[src/pkt_match_defines.svh]
////////////////////////////////////////////////////////////////////////////
// Widths and counts shared by the packet classifier, included by the
// package and by every module that sizes a loop or a port from them
////////////////////////////////////////////////////////////////////////////

`ifndef PKT_MATCH_DEFINES_SVH
`define PKT_MATCH_DEFINES_SVH

// Byte and word geometry of the stream
`define BYTE_W        8
`define WORD_BYTES    8
// Index of the last valid byte, only meaningful on eop
`define LEN_W         3

// Packet type is 4 bytes and may not straddle two words
`define TYPE_BYTES    4
`define TYPE_MAX_OFF  4

// Symbol table and per-packet counters
`define SYM_ENTRIES   4
`define WORD_OFF_W    8
`define BUFFER_W      16

`endif

[src/pkt_match_pkg.sv]
////////////////////////////////////////////////////////////////////////////
// Stream, operand and output types of the packet classifier, plus the
// helper that turns an eop length into a byte-valid mask
////////////////////////////////////////////////////////////////////////////

`default_nettype none

`include "pkt_match_defines.svh"

package pkt_match_pkg;

  // One 8-byte word, byte 0 in the low bits
  typedef logic [`WORD_BYTES-1:0][`BYTE_W-1:0] data_t;

  // Input beat as seen on the wire
  typedef struct packed {
    logic              sop;
    logic              eop;
    logic [`LEN_W-1:0] length;
    data_t             data;
  } in_t;

  typedef logic [`BUFFER_W-1:0]   buffer_t;
  typedef logic [`WORD_OFF_W-1:0] word_off_t;

  // Output word, the input fields plus the reported buffer
  typedef struct packed {
    logic              sop;
    logic              eop;
    logic [`LEN_W-1:0] length;
    data_t             data;
    buffer_t           buffer;
  } out_t;

  // Where the packet type lives: word index and start byte
  typedef struct packed {
    word_off_t         word;
    logic [`LEN_W-1:0] off;
  } packet_off_t;

  typedef logic [`TYPE_BYTES-1:0][`BYTE_W-1:0] packet_type_t;

  // One symbol table entry
  typedef struct packed {
    logic      valid;
    word_off_t off;
    data_t     match;
    buffer_t   buffer;
  } sym_match_t;

  // Operands held for the duration of one packet
  typedef struct packed {
    packet_off_t                        type_off;
    packet_type_t                       pkt_type;
    sym_match_t [`SYM_ENTRIES-1:0]      sym;
  } oprand_t;

  // Framed word handed from the framer to the match logic
  typedef struct packed {
    logic      matchable;
    logic      first;
    logic      last;
    word_off_t word_off;
    in_t       word;
  } beat_t;

  typedef enum logic {
    IDLE,
    IN_PACKET
  } framer_state_t;

  // Bytes 0 up to and including length are valid
  function automatic logic [`WORD_BYTES-1:0] len_to_mask(input logic [`LEN_W-1:0] length);
    logic [`WORD_BYTES-1:0] mask;
    for (int i = 0; i < `WORD_BYTES; i++) begin
      mask[i] = (i <= int'(length));
    end
    return mask;
  endfunction

endpackage

`default_nettype wire

[src/pkt_framer.sv]
////////////////////////////////////////////////////////////////////////////
// Input register and packet framing; tracks the word offset and holds
// the match operands sampled with the sop word of each packet
////////////////////////////////////////////////////////////////////////////

`default_nettype none

`include "pkt_match_defines.svh"

module pkt_framer (
  input  logic                                        clk_net,
  input  logic                                        rst_net,
  input  logic                                        in_vld,
  input  pkt_match_pkg::in_t                          in,
  input  pkt_match_pkg::packet_off_t                  type_off,
  input  pkt_match_pkg::packet_type_t                 pkt_type,
  input  pkt_match_pkg::sym_match_t [`SYM_ENTRIES-1:0] sym_match,
  output pkt_match_pkg::beat_t                        beat,
  output pkt_match_pkg::oprand_t                      oprand
);

  import pkt_match_pkg::*;

  // Registered input beat
  logic          in_vld_r;
  in_t           in_r;

  framer_state_t state_r;
  framer_state_t state_nxt;
  word_off_t     word_off_r;
  oprand_t       oprand_r;

  // Registered word belongs to a packet
  logic          accept;
  // Incoming beat will open a new packet next cycle
  logic          oprand_en;

  always_comb begin
    accept    = 1'b0;
    state_nxt = state_r;
    case (state_r)
      IDLE: begin
        // Only a sop word may open a packet, anything else is dropped
        accept = in_vld_r & in_r.sop;
        if (accept && !in_r.eop) begin
          state_nxt = IN_PACKET;
        end
      end
      IN_PACKET: begin
        // Every valid word is body until the tail
        accept = in_vld_r;
        if (accept && in_r.eop) begin
          state_nxt = IDLE;
        end
      end
      default: begin
        state_nxt = IDLE;
      end
    endcase

    // Sample operands on the edge that loads an accepted sop word
    oprand_en = in_vld & in.sop & (state_nxt == IDLE);
  end

  always_comb begin
    beat.matchable = accept;
    beat.first     = accept & (state_r == IDLE);
    beat.last      = accept & in_r.eop;
    beat.word_off  = word_off_r;
    beat.word      = in_r;
    oprand         = oprand_r;
  end

  always_ff @(posedge clk_net) begin
    if (rst_net) begin
      in_vld_r <= 1'b0;
      state_r  <= IDLE;
    end else begin
      in_vld_r <= in_vld;
      state_r  <= state_nxt;
    end
  end

  // Payload is only loaded with a valid beat
  always_ff @(posedge clk_net) begin
    if (in_vld) begin
      in_r <= in;
    end
  end

  // Word offset restarts at the sop word, wraps on long packets
  always_ff @(posedge clk_net) begin
    if (rst_net) begin
      word_off_r <= '0;
    end else if (oprand_en) begin
      word_off_r <= '0;
    end else if (accept) begin
      word_off_r <= word_off_r + word_off_t'(1);
    end
  end

  always_ff @(posedge clk_net) begin
    if (oprand_en) begin
      oprand_r.type_off <= type_off;
      oprand_r.pkt_type <= pkt_type;
      oprand_r.sym      <= sym_match;
    end
  end

endmodule

`default_nettype wire

[src/type_matcher.sv]
////////////////////////////////////////////////////////////////////////////
// Combinational search for the 4-byte packet type at the configured
// word and start byte of the current framed word
////////////////////////////////////////////////////////////////////////////

`default_nettype none

`include "pkt_match_defines.svh"

module type_matcher (
  input  pkt_match_pkg::beat_t   beat,
  input  pkt_match_pkg::oprand_t oprand,
  output logic                   type_found
);

  import pkt_match_pkg::*;

  // Valid bytes of the current word
  logic [`WORD_BYTES-1:0]   valid_mask;
  // Type present at each legal start byte
  logic [`TYPE_MAX_OFF:0]   found_pos;
  logic                     in_word;
  logic                     sel_found;

  always_comb begin
    // Length only trims the tail word
    valid_mask = beat.word.eop ? len_to_mask(beat.word.length) : '1;

    // Type expected somewhere in this word
    in_word = (beat.word_off == oprand.type_off.word);

    // Starts 0..4 keep all 4 bytes inside one word
    for (int i = 0; i <= `TYPE_MAX_OFF; i++) begin
      found_pos[i] = 1'b1;
      for (int j = 0; j < `TYPE_BYTES; j++) begin
        found_pos[i] &= valid_mask[i + j]
                        & (oprand.pkt_type[j] == beat.word.data[i + j]);
      end
    end

    // One-hot select of the configured start byte
    // Starts above TYPE_MAX_OFF select nothing and never match
    sel_found = 1'b0;
    for (int i = 0; i <= `TYPE_MAX_OFF; i++) begin
      sel_found |= (int'(oprand.type_off.off) == i) & found_pos[i];
    end

    type_found = beat.matchable & in_word & sel_found;
  end

endmodule

`default_nettype wire

[src/symbol_matcher.sv]
////////////////////////////////////////////////////////////////////////////
// Combinational compare of the current word against the symbol table;
// the highest-index hitting entry supplies the buffer value
////////////////////////////////////////////////////////////////////////////

`default_nettype none

`include "pkt_match_defines.svh"

module symbol_matcher (
  input  pkt_match_pkg::beat_t   beat,
  input  pkt_match_pkg::oprand_t oprand,
  output logic                   sym_found,
  output pkt_match_pkg::buffer_t sym_buffer
);

  import pkt_match_pkg::*;

  // Symbol is a full 8 bytes, so the whole word must be valid
  logic                     full_word;
  // Entry configured and aimed at this word
  logic [`SYM_ENTRIES-1:0]  can_match;
  logic [`SYM_ENTRIES-1:0]  hit;
  logic                     any_hit;
  buffer_t                  hit_buffer;

  always_comb begin
    // Last byte index all ones means length covers the word
    full_word = ~beat.word.eop | (&beat.word.length);

    for (int i = 0; i < `SYM_ENTRIES; i++) begin
      can_match[i] = oprand.sym[i].valid
                     & (beat.word_off == oprand.sym[i].off);
      hit[i]       = can_match[i] & (beat.word.data == oprand.sym[i].match);
    end

    // Explicit flag, a zero buffer is still a legal match
    any_hit = |hit;

    // Ascending scan so the highest index wins
    hit_buffer = '0;
    for (int i = 0; i < `SYM_ENTRIES; i++) begin
      if (hit[i]) begin
        hit_buffer = oprand.sym[i].buffer;
      end
    end

    sym_found  = beat.matchable & full_word & any_hit;
    sym_buffer = hit_buffer;
  end

endmodule

`default_nettype wire

[src/match_tracker.sv]
////////////////////////////////////////////////////////////////////////////
// Collects type and symbol hits across a packet and registers the output
// word; the buffer is reported on eop only when both were seen
////////////////////////////////////////////////////////////////////////////

`default_nettype none

module match_tracker (
  input  logic                   clk_net,
  input  logic                   rst_net,
  input  pkt_match_pkg::beat_t   beat,
  input  logic                   type_found,
  input  logic                   sym_found,
  input  pkt_match_pkg::buffer_t sym_buffer,
  output logic                   out_vld,
  output pkt_match_pkg::out_t    out
);

  import pkt_match_pkg::*;

  // Match state carried from word to word
  typedef struct packed {
    logic    got_type;
    logic    got_symbol;
    buffer_t buffer;
  } match_t;

  match_t match_r;
  // State seen by this word, cleared on a packet's first word
  match_t match_base;
  // State including this word's hits
  match_t match_w;
  out_t   out_w;

  always_comb begin
    match_base = beat.first ? '0 : match_r;

    match_w.got_type   = match_base.got_type | type_found;
    match_w.got_symbol = match_base.got_symbol | sym_found;
    // Later symbol hit replaces an earlier one
    match_w.buffer     = sym_found ? sym_buffer : match_base.buffer;

    out_w.sop    = beat.word.sop;
    out_w.eop    = beat.word.eop;
    out_w.length = beat.word.length;
    out_w.data   = beat.word.data;
    out_w.buffer = (beat.last & match_w.got_type & match_w.got_symbol)
                   ? match_w.buffer : '0;
  end

  always_ff @(posedge clk_net) begin
    if (rst_net) begin
      match_r <= '0;
    end else if (beat.matchable) begin
      match_r <= match_w;
    end
  end

  always_ff @(posedge clk_net) begin
    if (rst_net) begin
      out_vld <= 1'b0;
    end else begin
      out_vld <= beat.matchable;
    end
  end

  // Output payload only moves with an accepted word
  always_ff @(posedge clk_net) begin
    if (beat.matchable) begin
      out <= out_w;
    end
  end

endmodule

`default_nettype wire

[src/pkt_match.sv]
////////////////////////////////////////////////////////////////////////////
// Packet classifier top level; two-cycle stream from input to output
// with the matched buffer value reported on the eop word
////////////////////////////////////////////////////////////////////////////

`default_nettype none

`include "pkt_match_defines.svh"

module pkt_match (
  input  logic                                        clk_net,
  input  logic                                        rst_net,
  input  logic                                        in_vld,
  input  pkt_match_pkg::in_t                          in,
  input  pkt_match_pkg::packet_off_t                  type_off,
  input  pkt_match_pkg::packet_type_t                 pkt_type,
  input  pkt_match_pkg::sym_match_t [`SYM_ENTRIES-1:0] sym_match,
  output logic                                        out_vld,
  output pkt_match_pkg::out_t                         out
);

  import pkt_match_pkg::*;

  // Framed word and its packet operands
  beat_t   beat;
  oprand_t oprand;

  // Per-word match results
  logic    type_found;
  logic    sym_found;
  buffer_t sym_buffer;

  // Input register and framing, one cycle
  pkt_framer u_framer (
    .clk_net   (clk_net),
    .rst_net   (rst_net),
    .in_vld    (in_vld),
    .in        (in),
    .type_off  (type_off),
    .pkt_type  (pkt_type),
    .sym_match (sym_match),
    .beat      (beat),
    .oprand    (oprand)
  );

  type_matcher u_type (
    .beat       (beat),
    .oprand     (oprand),
    .type_found (type_found)
  );

  symbol_matcher u_symbol (
    .beat       (beat),
    .oprand     (oprand),
    .sym_found  (sym_found),
    .sym_buffer (sym_buffer)
  );

  // Match accumulation and output register, one cycle
  match_tracker u_tracker (
    .clk_net    (clk_net),
    .rst_net    (rst_net),
    .beat       (beat),
    .type_found (type_found),
    .sym_found  (sym_found),
    .sym_buffer (sym_buffer),
    .out_vld    (out_vld),
    .out        (out)
  );

endmodule

`default_nettype wire

[config.mk]
export PLATFORM = sky130hd
export DESIGN_NAME = pkt_match
export DESIGN_NICKNAME = d
export VERILOG_FILES = /design/src/pkt_match_pkg.sv /design/src/pkt_framer.sv /design/src/type_matcher.sv /design/src/symbol_matcher.sv /design/src/match_tracker.sv /design/src/pkt_match.sv
export VERILOG_INCLUDE_DIRS = /design/src
export SDC_FILE = /design/constraint.sdc
export NUM_CORES = 1
export LEC_CHECK = 0
export BUFFER_PORTS_ARGS = -buffer_cell sky130_fd_sc_hd__buf_4
export CAP_MARGIN = 20
export CORE_AREA = 2 2 266 268
export CTS_CLUSTER_SIZE = 12
export DETAILED_ROUTE_END_ITERATION = 8
export DIE_AREA = 0 0 268 270
export GPL_TIMING_DRIVEN = 0
export PLACE_DENSITY = 0.58
export RECOVER_POWER = 25
export SYNTH_ARGS = -nofsm -noshare
export SYNTH_HDL_FRONTEND = slang
export SYNTH_HIERARCHICAL = 1
export SYNTH_SLANG_ARGS = --single-unit
[constraint.sdc]
create_clock -name clk_net -period 28.3 [get_ports clk_net]
set_input_delay 4.245 -clock clk_net [delete_from_list [all_inputs] [get_ports clk_net]]
set_output_delay 4.245 -clock clk_net [all_outputs]
set_load 0.05 [all_outputs]
## After elaboration in Yosys (flattened, before gate mapping)

Cells that the tools add are included.

- Register bits after elaboration: 582
- Input port bits: 471

- $add $sub $neg: 1
- Order comparisons: 7
- Equal/unequal tests: 33
- Mux-type cells: 11
- Bitwise logic cells: 69
- Reduce and logical (&&, ||, !) cells: 7

Operator list:

| operator | count |
|---|---|
| equality test 64 bit | 4 |
| equality test 8 bit | 25 |
| two-way mux 16 bit | 5 |
| bitwise AND 1 bit | 59 |
| two-way mux 18 bit | 1 |
| less-or-equal comparator 3 bit, first input constant | 4 |
| equality test 3 bit, second input constant | 3 |
| adder 8 x 1 -> 8 bit, second input constant | 1 |
| two-way mux 8 bit | 1 |
| OR 1 bit | 7 |
| less-or-equal comparator 2 x 3 -> 1 bit, first input constant | 2 |
| one-hot mux 1 bit (2 select lines) | 2 |
| OR reduction 4 bit | 1 |
| equality test 3 x 2 -> 1 bit, second input constant | 1 |
| less-or-equal comparator 1 x 3 -> 1 bit, first input constant | 1 |
| zero test 3 bit | 1 |
| inverter 1 bit | 3 |
| AND reduction 3 bit | 1 |
| logical AND 1 bit | 2 |
| two-way mux 1 bit | 2 |
| OR reduction 2 bit | 1 |
| zero test 1 bit | 1 |

## Logic depth before layout (Yosys ltp)

Gate-level depths: netlist of run 1.

- Depth in word-level cells: 15
- Gate-level depth with buffers: 14

## By module

Netlist of run 1, hierarchy kept.

By module, submodules not included:

| module | instances | cells each | area each (µm²) | seq. area each (µm²) |
|---|---|---|---|---|
| pkt_framer | 1 | 522 | 14,528.9 | 14,253.7 |
| symbol_matcher | 1 | 558 | 3,997.6 | 0.0 |
| match_tracker | 1 | 190 | 3,474.6 | 2,932.8 |
| type_matcher | 1 | 276 | 2,094.5 | 0.0 |

## Least setup slack after synthesis of run 1

Ideal clock, no wire load.

- Path kind: input port to flip-flop
- Start point: in in_vld
- End point: reg u_framer.oprand_r, in the netlist u_framer/oprand[0] (enable)
- Library setup time: 1.307 ns
- Data arrival time: 23.684 ns
- Data required time: 26.993 ns
- Path slack: 3.310 ns
- Cell stages on the path: 2
- Path through: nand2_1 -> a21oi_1

- Word-level cells in the longest chain between the ends: 2

RTL lines:

| what | RTL line | text |
|---|---|---|
| start: declaration | pkt_match.sv:13 | `input logic in_vld,` |
| bitwise AND 1 bit (2 in a row) | pkt_framer.sv:62 | `oprand_en = in_vld & in.sop & (state_nxt == IDLE);` |
| named net u_framer.oprand_en | pkt_framer.sv:36 | `logic oprand_en;` |
| end: declaration | pkt_framer.sv:31 | `oprand_t oprand_r;` |

The timed path passes the listed nets, and every way through them passes these cells.
A chain may end at the register's enable or synchronous reset.

## Final worst setup path of run 1

- Start point: in in_vld
- End point: reg u_framer.oprand_r, in the netlist u_framer/oprand[349] (enable)

The elaborated chain is that of the path after synthesis.

==> results.toml, run 1 <==
[placement]
dp_slack_ps = 21210
gp_congestion = 0.931
place_area_um2 = 29800
io_buffer_count = 555
dp_hpwl_um = 69200

[routing]
ant_nets = 0
first_pass_iters = 6
drtIter0Drc = 1514
dr_total_vias = 16200
routedWlPerCell_um = 28.8
wirelength_um = 91900
drc = 0
via_per_inst = 5.09

[finish]
multi_input_area_um2 = 6420
fill_cells = 6215
drive_gt1_share_pct = 31.7
final_area_um2 = 32000
regArea_um2 = 17200
final_nets = 2659
synthToLayoutAreaGrowth_pct = 32.7

[cts]
cts_root_buf = "clkbuf_16"
postCtsResizedCells = 0
clk_transition_reported_paths_ps = 60
post-cts-setup-buffers = 0
clock_path_buffers = 3
clk_latency_ps = 620
cts_made_buffers = 67
cts.sinks = 582
postCtsHoldBufs = 0
cts-htree-levels = 3
cts_tree = "yes"

[critical_path]
path_buf_inv = 6
endpoint_kind = "flip-flop"
start_kind = "input port"
r2r-end = "u_tracker/out[67]"
worst-path-stages = 8
worstPathCellList = "buf_4, nand2_1, a21oi_4, buf_12, buf_12, buf_12, buf_12, buf_16"
reg2reg_slack_ps = 22220
critPathSlowestCell = "a21oi_4"
crit_family = "buffers and inverters"
crit_fanout = 31
reg2reg_depth = 4
required_ps = 28610
worstReg2RegStart = "u_framer/beat[68]"
critical_path_arrival_ps = 6770
setup.worst_path.start = "in_vld"
path_class = "input port to flip-flop"
slowest_delay_ps = 630
crit_top_cell = "buf_12"

[grt]
grt_usage_pct = 24.8
grt_pass1_vias = 16300
grt_pass1_wl_um = 123000
grt_antenna_before_repair = 18
grt_overflow_total = 0
grt_max_degree = 58

[synth]
yosys.cell_count.top_type = "edfxtp_1"
yosys.area.top_type = "edfxtp_1"
ys.flop_type = "edfxtp_1"
seq_area_frac_synth_pct = 71.3
ys.warnings.count = 6
synth-edff-count = 553
netlist_area_um2 = 24100
synthCells = 1546
ys_async_sr_fraction_pct = 0
synth.top_cell.area_share_pct = 68.9
ys_types = 66
synthesis.nets = 2018
synthTopCellsByArea = "edfxtp_1, xor2_1, xnor2_1"
synth.avg_cell_area_um2 = 15.6
ys_top_cells_by_count = "edfxtp_1, xor2_1, xnor2_1"
synth-seq-cells = 582

[power]
switching_share_pct = 24.7
p_switching_mw = 0.520
p_per_area_nw_per_um2 = 65.7
power.leakage_nw = 11.5
power_frac_comb_pct = 9.2
vdd_ir_drop_max_mv = 0.0419
pwr-share-clk_pct = 40.6
p_int_mw = 1.58
seqPwrFrac_pct = 50.2
power_mw = 2.10

[floorplanning]
die_w_um = 268
rows = 97
io_pins = 557
coreArea_um2 = 69500
die_h_um = 270
die_area_um2 = 72400
start_util_pct = 34.6

[status]
violations = "capacitance limit, slew limit"
outcome = "complete, but fails checks"

[timing]
fin_crit_ps = 6460
fmax_mhz = 155
slew_viol_final = 93
finalClockSkew_ps = 25.6
setup_slack_ps = 21840
final-setup-viol-count = 0
period_share_pct = 22.8
slew_headroom_pct = -161
rsz0062_at_grt = "no"
hold_violations = 0
tightest_slew_ps = 3910

[hold_path]
min_to = "u_tracker/match_r[3]"
whs_path_depth = 2
hold_path_class = "flip-flop to flip-flop"
holdCritStartpoint = "u_tracker/match_r[3]"

[run]
maxCapViolCount = 2
## placed cells by master (no fill, tap or decap), drive strengths merged, types with 5 or more instances in the layout
cell type / count
a2111oi: 5
a211oi: 6
a21oi: 6
a22oi: 25
a31oi: 17
a32oi: 16
buf: 443
bufinv: 5
clkbuf: 279
clkinv: 23
dfxtp: 29
diode: 10
edfxtp: 553
inv: 51
nand2: 39
nand2b: 36
nand3: 31
nand4: 54
nor2: 45
nor2b: 14
nor3: 12
nor4: 65
o2111ai: 14
o21ai: 7
o221ai: 5
o22ai: 27
or4: 5
xnor2: 177
xor2: 208
## power groups by stage
stage               Combinational, mW  Sequential (mW)  Clock (mW)
finish                          0.193             1.05       0.852
global route                    0.205             1.06       0.902
CTS                             0.195             1.05       0.869
detailed placement              0.194             1.07           0
global placement                0.183             1.11           0
floorplan                      0.0790             1.08           0
## per-stage QoR
| step | std cells | TNS, ps | utilization [%] | hold slack, ps |
|---|---|---|---|---|
| after floorplan | 1546 | 0 | - | 455 |
| after global placement | 3041 | -2547400 | 42.3 | 465 |
| after detailed placement | 3058 | 0 | 42.9 | 476 |
| after CTS | 3176 | 0 | 46.0 | 489 |
| after global routing | 3184 | 0 | 46.0 | 511 |
| final | 3186 | 0 | 46.0 | 488 |
## metal layers
metal / share of wire [%] / track usage (%) / vias up
met5: 0.087 / 0 / -
met4: 2.9 / 7.57 / 14
met3: 7.1 / 4.89 / 149
met2: 49 / 41.9 / 795
met1: 41 / 32.1 / 8143
li1: - / - / 7100
## layout make-up
type,count,area share [%]
clock buffers,85,5.52
diodes,10,0.0783
well taps,940,3.68
flip-flops and latches,582,53.8
repair buffers,572,14.1
clock inverters,33,1.17
inverters,49,0.575
plain buffers,65,0.998
multi-input cells,850,20.1
## worst max-delay path by stage
stage / slack, ps / to
3_5_place_dp: 21210 / u_framer/oprand[345]
3_3_place_gp: -6330 / u_framer/oprand[291]
5_1_grt: 21700 / u_framer/oprand[69]
2_1_floorplan: 3310 / u_framer/oprand[0]
6_report: 21840 / u_framer/oprand[349]
4_1_cts: 21850 / u_framer/oprand[41]
## registers in the layout (all words and copies together) (netlist names)
register,count
u_tracker/match_r,18
u_tracker/out_vld,1
u_framer/state_r,1
u_framer/in_vld_r,1
u_tracker/out,85
u_framer/word_off_r,8
u_framer/oprand,399
u_framer/beat,69
## cells by family (layout without fill, tap and decap cells)
| group | count (synthesis) | count (layout) | synth area share [%] |
|---|---|---|---|
| other | 0 | 10 | 0 |
| multiplexers | 1 | 1 | 0.0415 |
| adder cells (fa/ha/maj) | 1 | 1 | 0.0519 |
| flip-flops | 582 | 582 | 71.3 |
| XOR/XNOR | 385 | 385 | 14.1 |
| AO/OA/AOI/OAI | 152 | 152 | 5.17 |
| AND/OR/NAND/NOR | 311 | 311 | 7.25 |
| buffers and inverters | 114 | 804 | 2.10 |
## worst register-to-register path, delay by kind of cell (launching register included)
kind	cells	cell delay, ps
buf+inv	3	4610
flops	1	440
compound gates	1	430
(Power assumes the default switching activity.)
==> run 2: changes to the inputs <==
Settings changed: ABC_AREA set to 1, CORE_AREA 2 2 266 268 to 2 2 277 279, DIE_AREA 0 0 268 270 to 0 0 279 281, PLACE_DENSITY 0.58 to 0.57.
Clock period 28.3 ns to 6.33 ns, I/O delays scaled along.
==> results.toml, run 2 <==
[floorplanning]
io_pins = 557
coreArea_um2 = 75400
die_h_um = 281
rows = 101
die_w_um = 279
start_util_pct = 34.8
die_area_um2 = 78400

[cts]
post-cts-setup-buffers = 0
clk_latency_ps = 630
cts_tree = "yes"
postCtsResizedCells = 0
cts-htree-levels = 3
postCtsHoldBufs = 0
cts_root_buf = "clkbuf_16"
cts.sinks = 582
clock_path_buffers = 3
clk_transition_reported_paths_ps = 60
cts_made_buffers = 69

[critical_path]
critPathSlowestCell = "edfxtp_1"
start_kind = "flip-flop"
crit_fanout = 11
endpoint_kind = "flip-flop"
crit_family = "simple AND/OR/NAND/NOR gates"
path_class = "flip-flop to flip-flop"
path_buf_inv = 5
required_ps = 6700
worstPathCellList = "inv_1, nand2_1, o21ai_1, nor2_1, nand2_1, nor2_1, nand2_1, nor2_1, nand3_1, nand2_1, nor2_1, nor2_1, buf_6, inv_8, buf_8, nand3_1, nand2_1, inv_1, nor2_2"
slowest_delay_ps = 1070
critical_path_arrival_ps = 4630

[finish]
final_common_cell = "nand2_1"
synthToLayoutAreaGrowth_pct = 30.9
most-common-layout-cells = "nand2_1, edfxtp_1, nor2_1"
drive_gt1_share_pct = 24.4
largest_reg_flops = 399
final_nets = 3695

[power]
power.leakage_nw = 14.4
p_per_area_nw_per_um2 = 283
power_mw = 9.73
vdd_ir_drop_max_mv = 0.161

[synth]
yosys.cell_count.top_type = "nand2_1"
netlist_area_um2 = 26200
ys.warnings.count = 6
ys_types = 42
ys_top_cells_by_count = "nand2_1, edfxtp_1, nor2_1"
yosys.area.top_type = "edfxtp_1"
synthCells = 2578
synthTopCellsByArea = "edfxtp_1, nand2_1, nor2_1"
synthesis.nets = 3050
synth.top_cell.area_share_pct = 63.3
synth.avg_cell_area_um2 = 10.2
ys.flop_type = "edfxtp_1"
synth-edff-count = 553
seq_area_frac_synth_pct = 65.5
synth-seq-cells = 582
ys_async_sr_fraction_pct = 0

[timing]
setup_slack_ps = 2070
final-setup-viol-count = 0
fin_crit_ps = 4260
finalClockSkew_ps = 19.7
slew_viol_final = 0
hold_violations = 0
period_share_pct = 67.3
slew_headroom_pct = 26.3
rsz0062_at_grt = "no"
fmax_mhz = 235
fin_hold_ws_ps = 488
tightest_slew_ps = 1100

[status]
outcome = "finished, final reports clean"

[placement]
gp_congestion = 0.956
dp_slack_ps = 2130
dp_hpwl_um = 84300
io_buffer_count = 556

[routing]
dr_total_vias = 20600
wirelength_um = 107000
drtIter0Drc = 1862
routedWlPerCell_um = 25.1
ant_nets = 0
via_per_inst = 4.82
first_pass_iters = 6
drc = 0

[grt]
grt_antenna_before_repair = 19
grt_pass1_wl_um = 145000
grt_max_degree = 54
grt_usage_pct = 26.7
grt_pass1_vias = 19500
grt_overflow_total = 0

[hold_path]
hold_path_class = "flip-flop to flip-flop"

[run]
maxCapViolCount = 0
## run 2: through the flow
stage,TNS (ps),area [um^2],util [%],instances
detailed placement,0,32100,42.5,4130
finish,0,34300,45.5,4264
floorplan,-382470,26300,-,2578
CTS,0,34300,45.5,4253
global placement,-1974700,31700,42.0,4112
global route,0,34300,45.5,4262
## run 2: routing by layer
layer / global-route usage, % / share of wire, % / vias up
met5: 0 / 0.065 / -
met4: 10.2 / 3.7 / 10
met3: 4.08 / 5.8 / 169
met2: 44.3 / 48 / 822
met1: 35.3 / 42 / 9846
li1: - / - / 9706
## run 2: worst paths after layout
path,startpoint,to,slack (ps),cells after the start
hold reg to reg,u_framer/beat[68],u_tracker/out[84],490,0
setup reg to reg,u_framer/beat[35],u_tracker/out[7],2070,19
hold / removal,u_framer/beat[68],u_tracker/out[84],490,0
setup / recovery,u_framer/beat[35],u_tracker/out[7],2070,19
## run 2: final cells by class
type / count / area (um^2)
clock inverter: 38 / 457
inverter: 322 / 1220
antenna: 11 / 27.5
tap: 978 / 1220
fill: 7190 / 41100
buffer: 45 / 289
sequential: 582 / 17200
timing repair buffer: 574 / 4580
clock buffer: 85 / 1800
multi-input combinational: 1629 / 7570
## run 2: power by group
part / internal (mW) / switching [mW]
Combinational: 0.431 / 0.624
Clock: 2.27 / 1.70
Sequential: 4.45 / 0.257
Total: 7.15 / 2.58
## run 2: logic make-up (layout without fill, tap and decap cells)
group	after synthesis	after routing	synth area share, %
flip-flops	582	582	65.5
AND/OR/NAND/NOR	1295	1295	20.0
adder cells (fa/ha/maj)	1	1	0.0477
XOR/XNOR	141	141	4.71
buffers and inverters	367	1064	5.74
AO/OA/AOI/OAI	192	192	3.99
other	0	11	0
==> run 3: changes to the inputs <==
Settings changed: PLACE_DENSITY 0.57 to 0.59.
Clock period 6.33 ns to 3.7 ns, I/O delays scaled along.
==> results.toml, run 3 (synthesized netlist as in run 2, its figures left out) <==
[placement]
dp_hpwl_um = 82700
io_buffer_count = 556
place_area_um2 = 32000
gp_congestion = 0.965

[finish]
drive_gt1_share_pct = 26.3
most-common-layout-cells = "nand2_1, edfxtp_1, nor2_1"
synthToLayoutAreaGrowth_pct = 32.9
final_common_cell = "nand2_1"
largest_reg_flops = 399
fill_cells = 7161
final_nets = 3772
final_area_um2 = 34900
utilization_pct = 46.2

[grt]
grt_usage_pct = 26.8
grt_antenna_before_repair = 11
grt_pass1_wl_um = 146000
grt_overflow_total = 0
grt_max_degree = 64
grt_pass1_vias = 20100

[critical_path]
path_buf_inv = 6
r2r-end = "u_tracker/out[0]"
endpoint_kind = "flip-flop"
start_kind = "flip-flop"
worst-path-stages = 20
setup.worst_path.start = "u_framer/beat[45]"
critical_path_arrival_ps = 3840
required_ps = 4070
worstReg2RegStart = "u_framer/beat[45]"
reg2reg_slack_ps = 230
worstPathCellList = "inv_1, nand2_1, nand2_1, nor2_1, nand2_1, nor2_1, nand2_1, nor2_1, nand3_2, buf_2, nand2_1, nor2_1, nor2_1, buf_6, inv_8, buf_8, nand3_1, nand2_1, inv_1, nor2_1"
critPathSlowestCell = "edfxtp_1"
path_class = "flip-flop to flip-flop"
reg2reg_depth = 20
slowest_delay_ps = 710
crit_fanout = 10
crit_family = "simple AND/OR/NAND/NOR gates"

[status]
outcome = "finished, final reports clean"

[hold_path]
hold_path_class = "input port to flip-flop"
whs_path_depth = 1
holdCritStartpoint = "sym_match[351]"
min_to = "u_framer/oprand[351]"

[routing]
dr_total_vias = 21200
drtIter0Drc = 2423
routedWlPerCell_um = 24.7
first_pass_iters = 5
wirelength_um = 107000
ant_nets = 0
drc = 0
via_per_inst = 4.88

[power]
power.leakage_nw = 14.8
vdd_ir_drop_max_mv = 0.271
power_mw = 16.5
p_per_area_nw_per_um2 = 474

[run]
maxCapViolCount = 0

[cts]
cts-htree-levels = 3
clk_latency_ps = 620
clock_path_buffers = 3
cts_tree = "yes"
cts_root_buf = "clkbuf_16"
cts.sinks = 582
clk_transition_reported_paths_ps = 60
cts_made_buffers = 68

[timing]
finalClockSkew_ps = 23.8
hold_violations = 0
final-setup-viol-count = 0
fin_hold_ws_ps = 119
slew_viol_final = 0
fmax_mhz = 288
slew_headroom_pct = 46.1
period_share_pct = 93.8
tightest_slew_ps = 808
fin_crit_ps = 3470

[floorplanning]
coreArea_um2 = 75400
die_h_um = 281
io_pins = 557
die_area_um2 = 78400
die_w_um = 279
rows = 101
start_util_pct = 34.8
[run 3: cell type report]
type / count / area [um^2] / share of cell area, %
Antenna cell: 12 / 30.0 / 0.0861
Buffer: 45 / 289 / 0.829
Clock buffer: 83 / 1760 / 5.04
Clock inverter: 41 / 372 / 1.07
Inverter: 322 / 1220 / 3.50
Multi-Input combinational cell: 1629 / 7580 / 21.7
Sequential cell: 582 / 17200 / 49.3
Tap cell: 978 / 1220 / 3.51
Timing Repair Buffer: 652 / 5210 / 15.0
[run 3: power breakdown]
part           total [mW]  switching, mW  leakage, nW  internal, mW
logic                2.07           1.24         8.33         0.827
clock network        6.53           2.82         1.04          3.71
registers            7.92          0.305         5.40          7.62
[run 3: metrics by stage]
| step | TNS (ps) | worst slack, ps | std cells |
|---|---|---|---|
| after floorplan | -1310840 | -3290 | 2578 |
| after global placement | -2906450 | -7330 | 4112 |
| after detailed placement | -3140 | -197 | 4127 |
| after CTS | 0 | 0.210 | 4267 |
| after global routing | -4.00 | -4.00 | 4341 |
| final | 0 | 231 | 4344 |
[run 3: worst max-delay path by stage]
stage	to	slack, ps
after floorplan	u_framer/oprand[0]	-3290
after global placement	u_framer/oprand[39]	-7330
after detailed placement	u_tracker/out[14]	-200
after CTS	u_tracker/out[0]	0.2
after global routing	u_tracker/out[1]	-4
final	u_tracker/out[0]	230
[run 3: routing by layer]
layer | share of wire, % | wire, um | GRT usage, % | up-vias
met1 | 41 | 44300 | 35.2 | 10100
met4 | 4.6 | 4890 | 12.1 | 0
met3 | 6.8 | 7300 | 3.87 | 198
met2 | 47 | 50600 | 44.2 | 982
li1 | - | - | - | 9886
met5 | 0 | 0 | 0 | -
[run 3: repair_timing]
action | 4_1_cts | 5_1_grt
setup buffers | 16 | 65
hold endpoints to repair | 0 | 0
hold buffers | 0 | 0
endpoints found under the setup margin | 26 | 32
resized for setup | 2 | 6
[run 3: worst register-to-register path, cell delays in order, from the launching register on]
cell and delay [ps]:
edfxtp_1 710, inv_1 280, nand2_1 130, nand2_1 70, nor2_1 100, nand2_1 60
nor2_1 90, nand2_1 100, nor2_1 270, nand3_2 240, buf_2 260, nand2_1 80
nor2_1 90, nor2_1 130, buf_6 160, inv_8 60, buf_8 140, nand3_1 100
nand2_1 60, inv_1 60, nor2_1 40
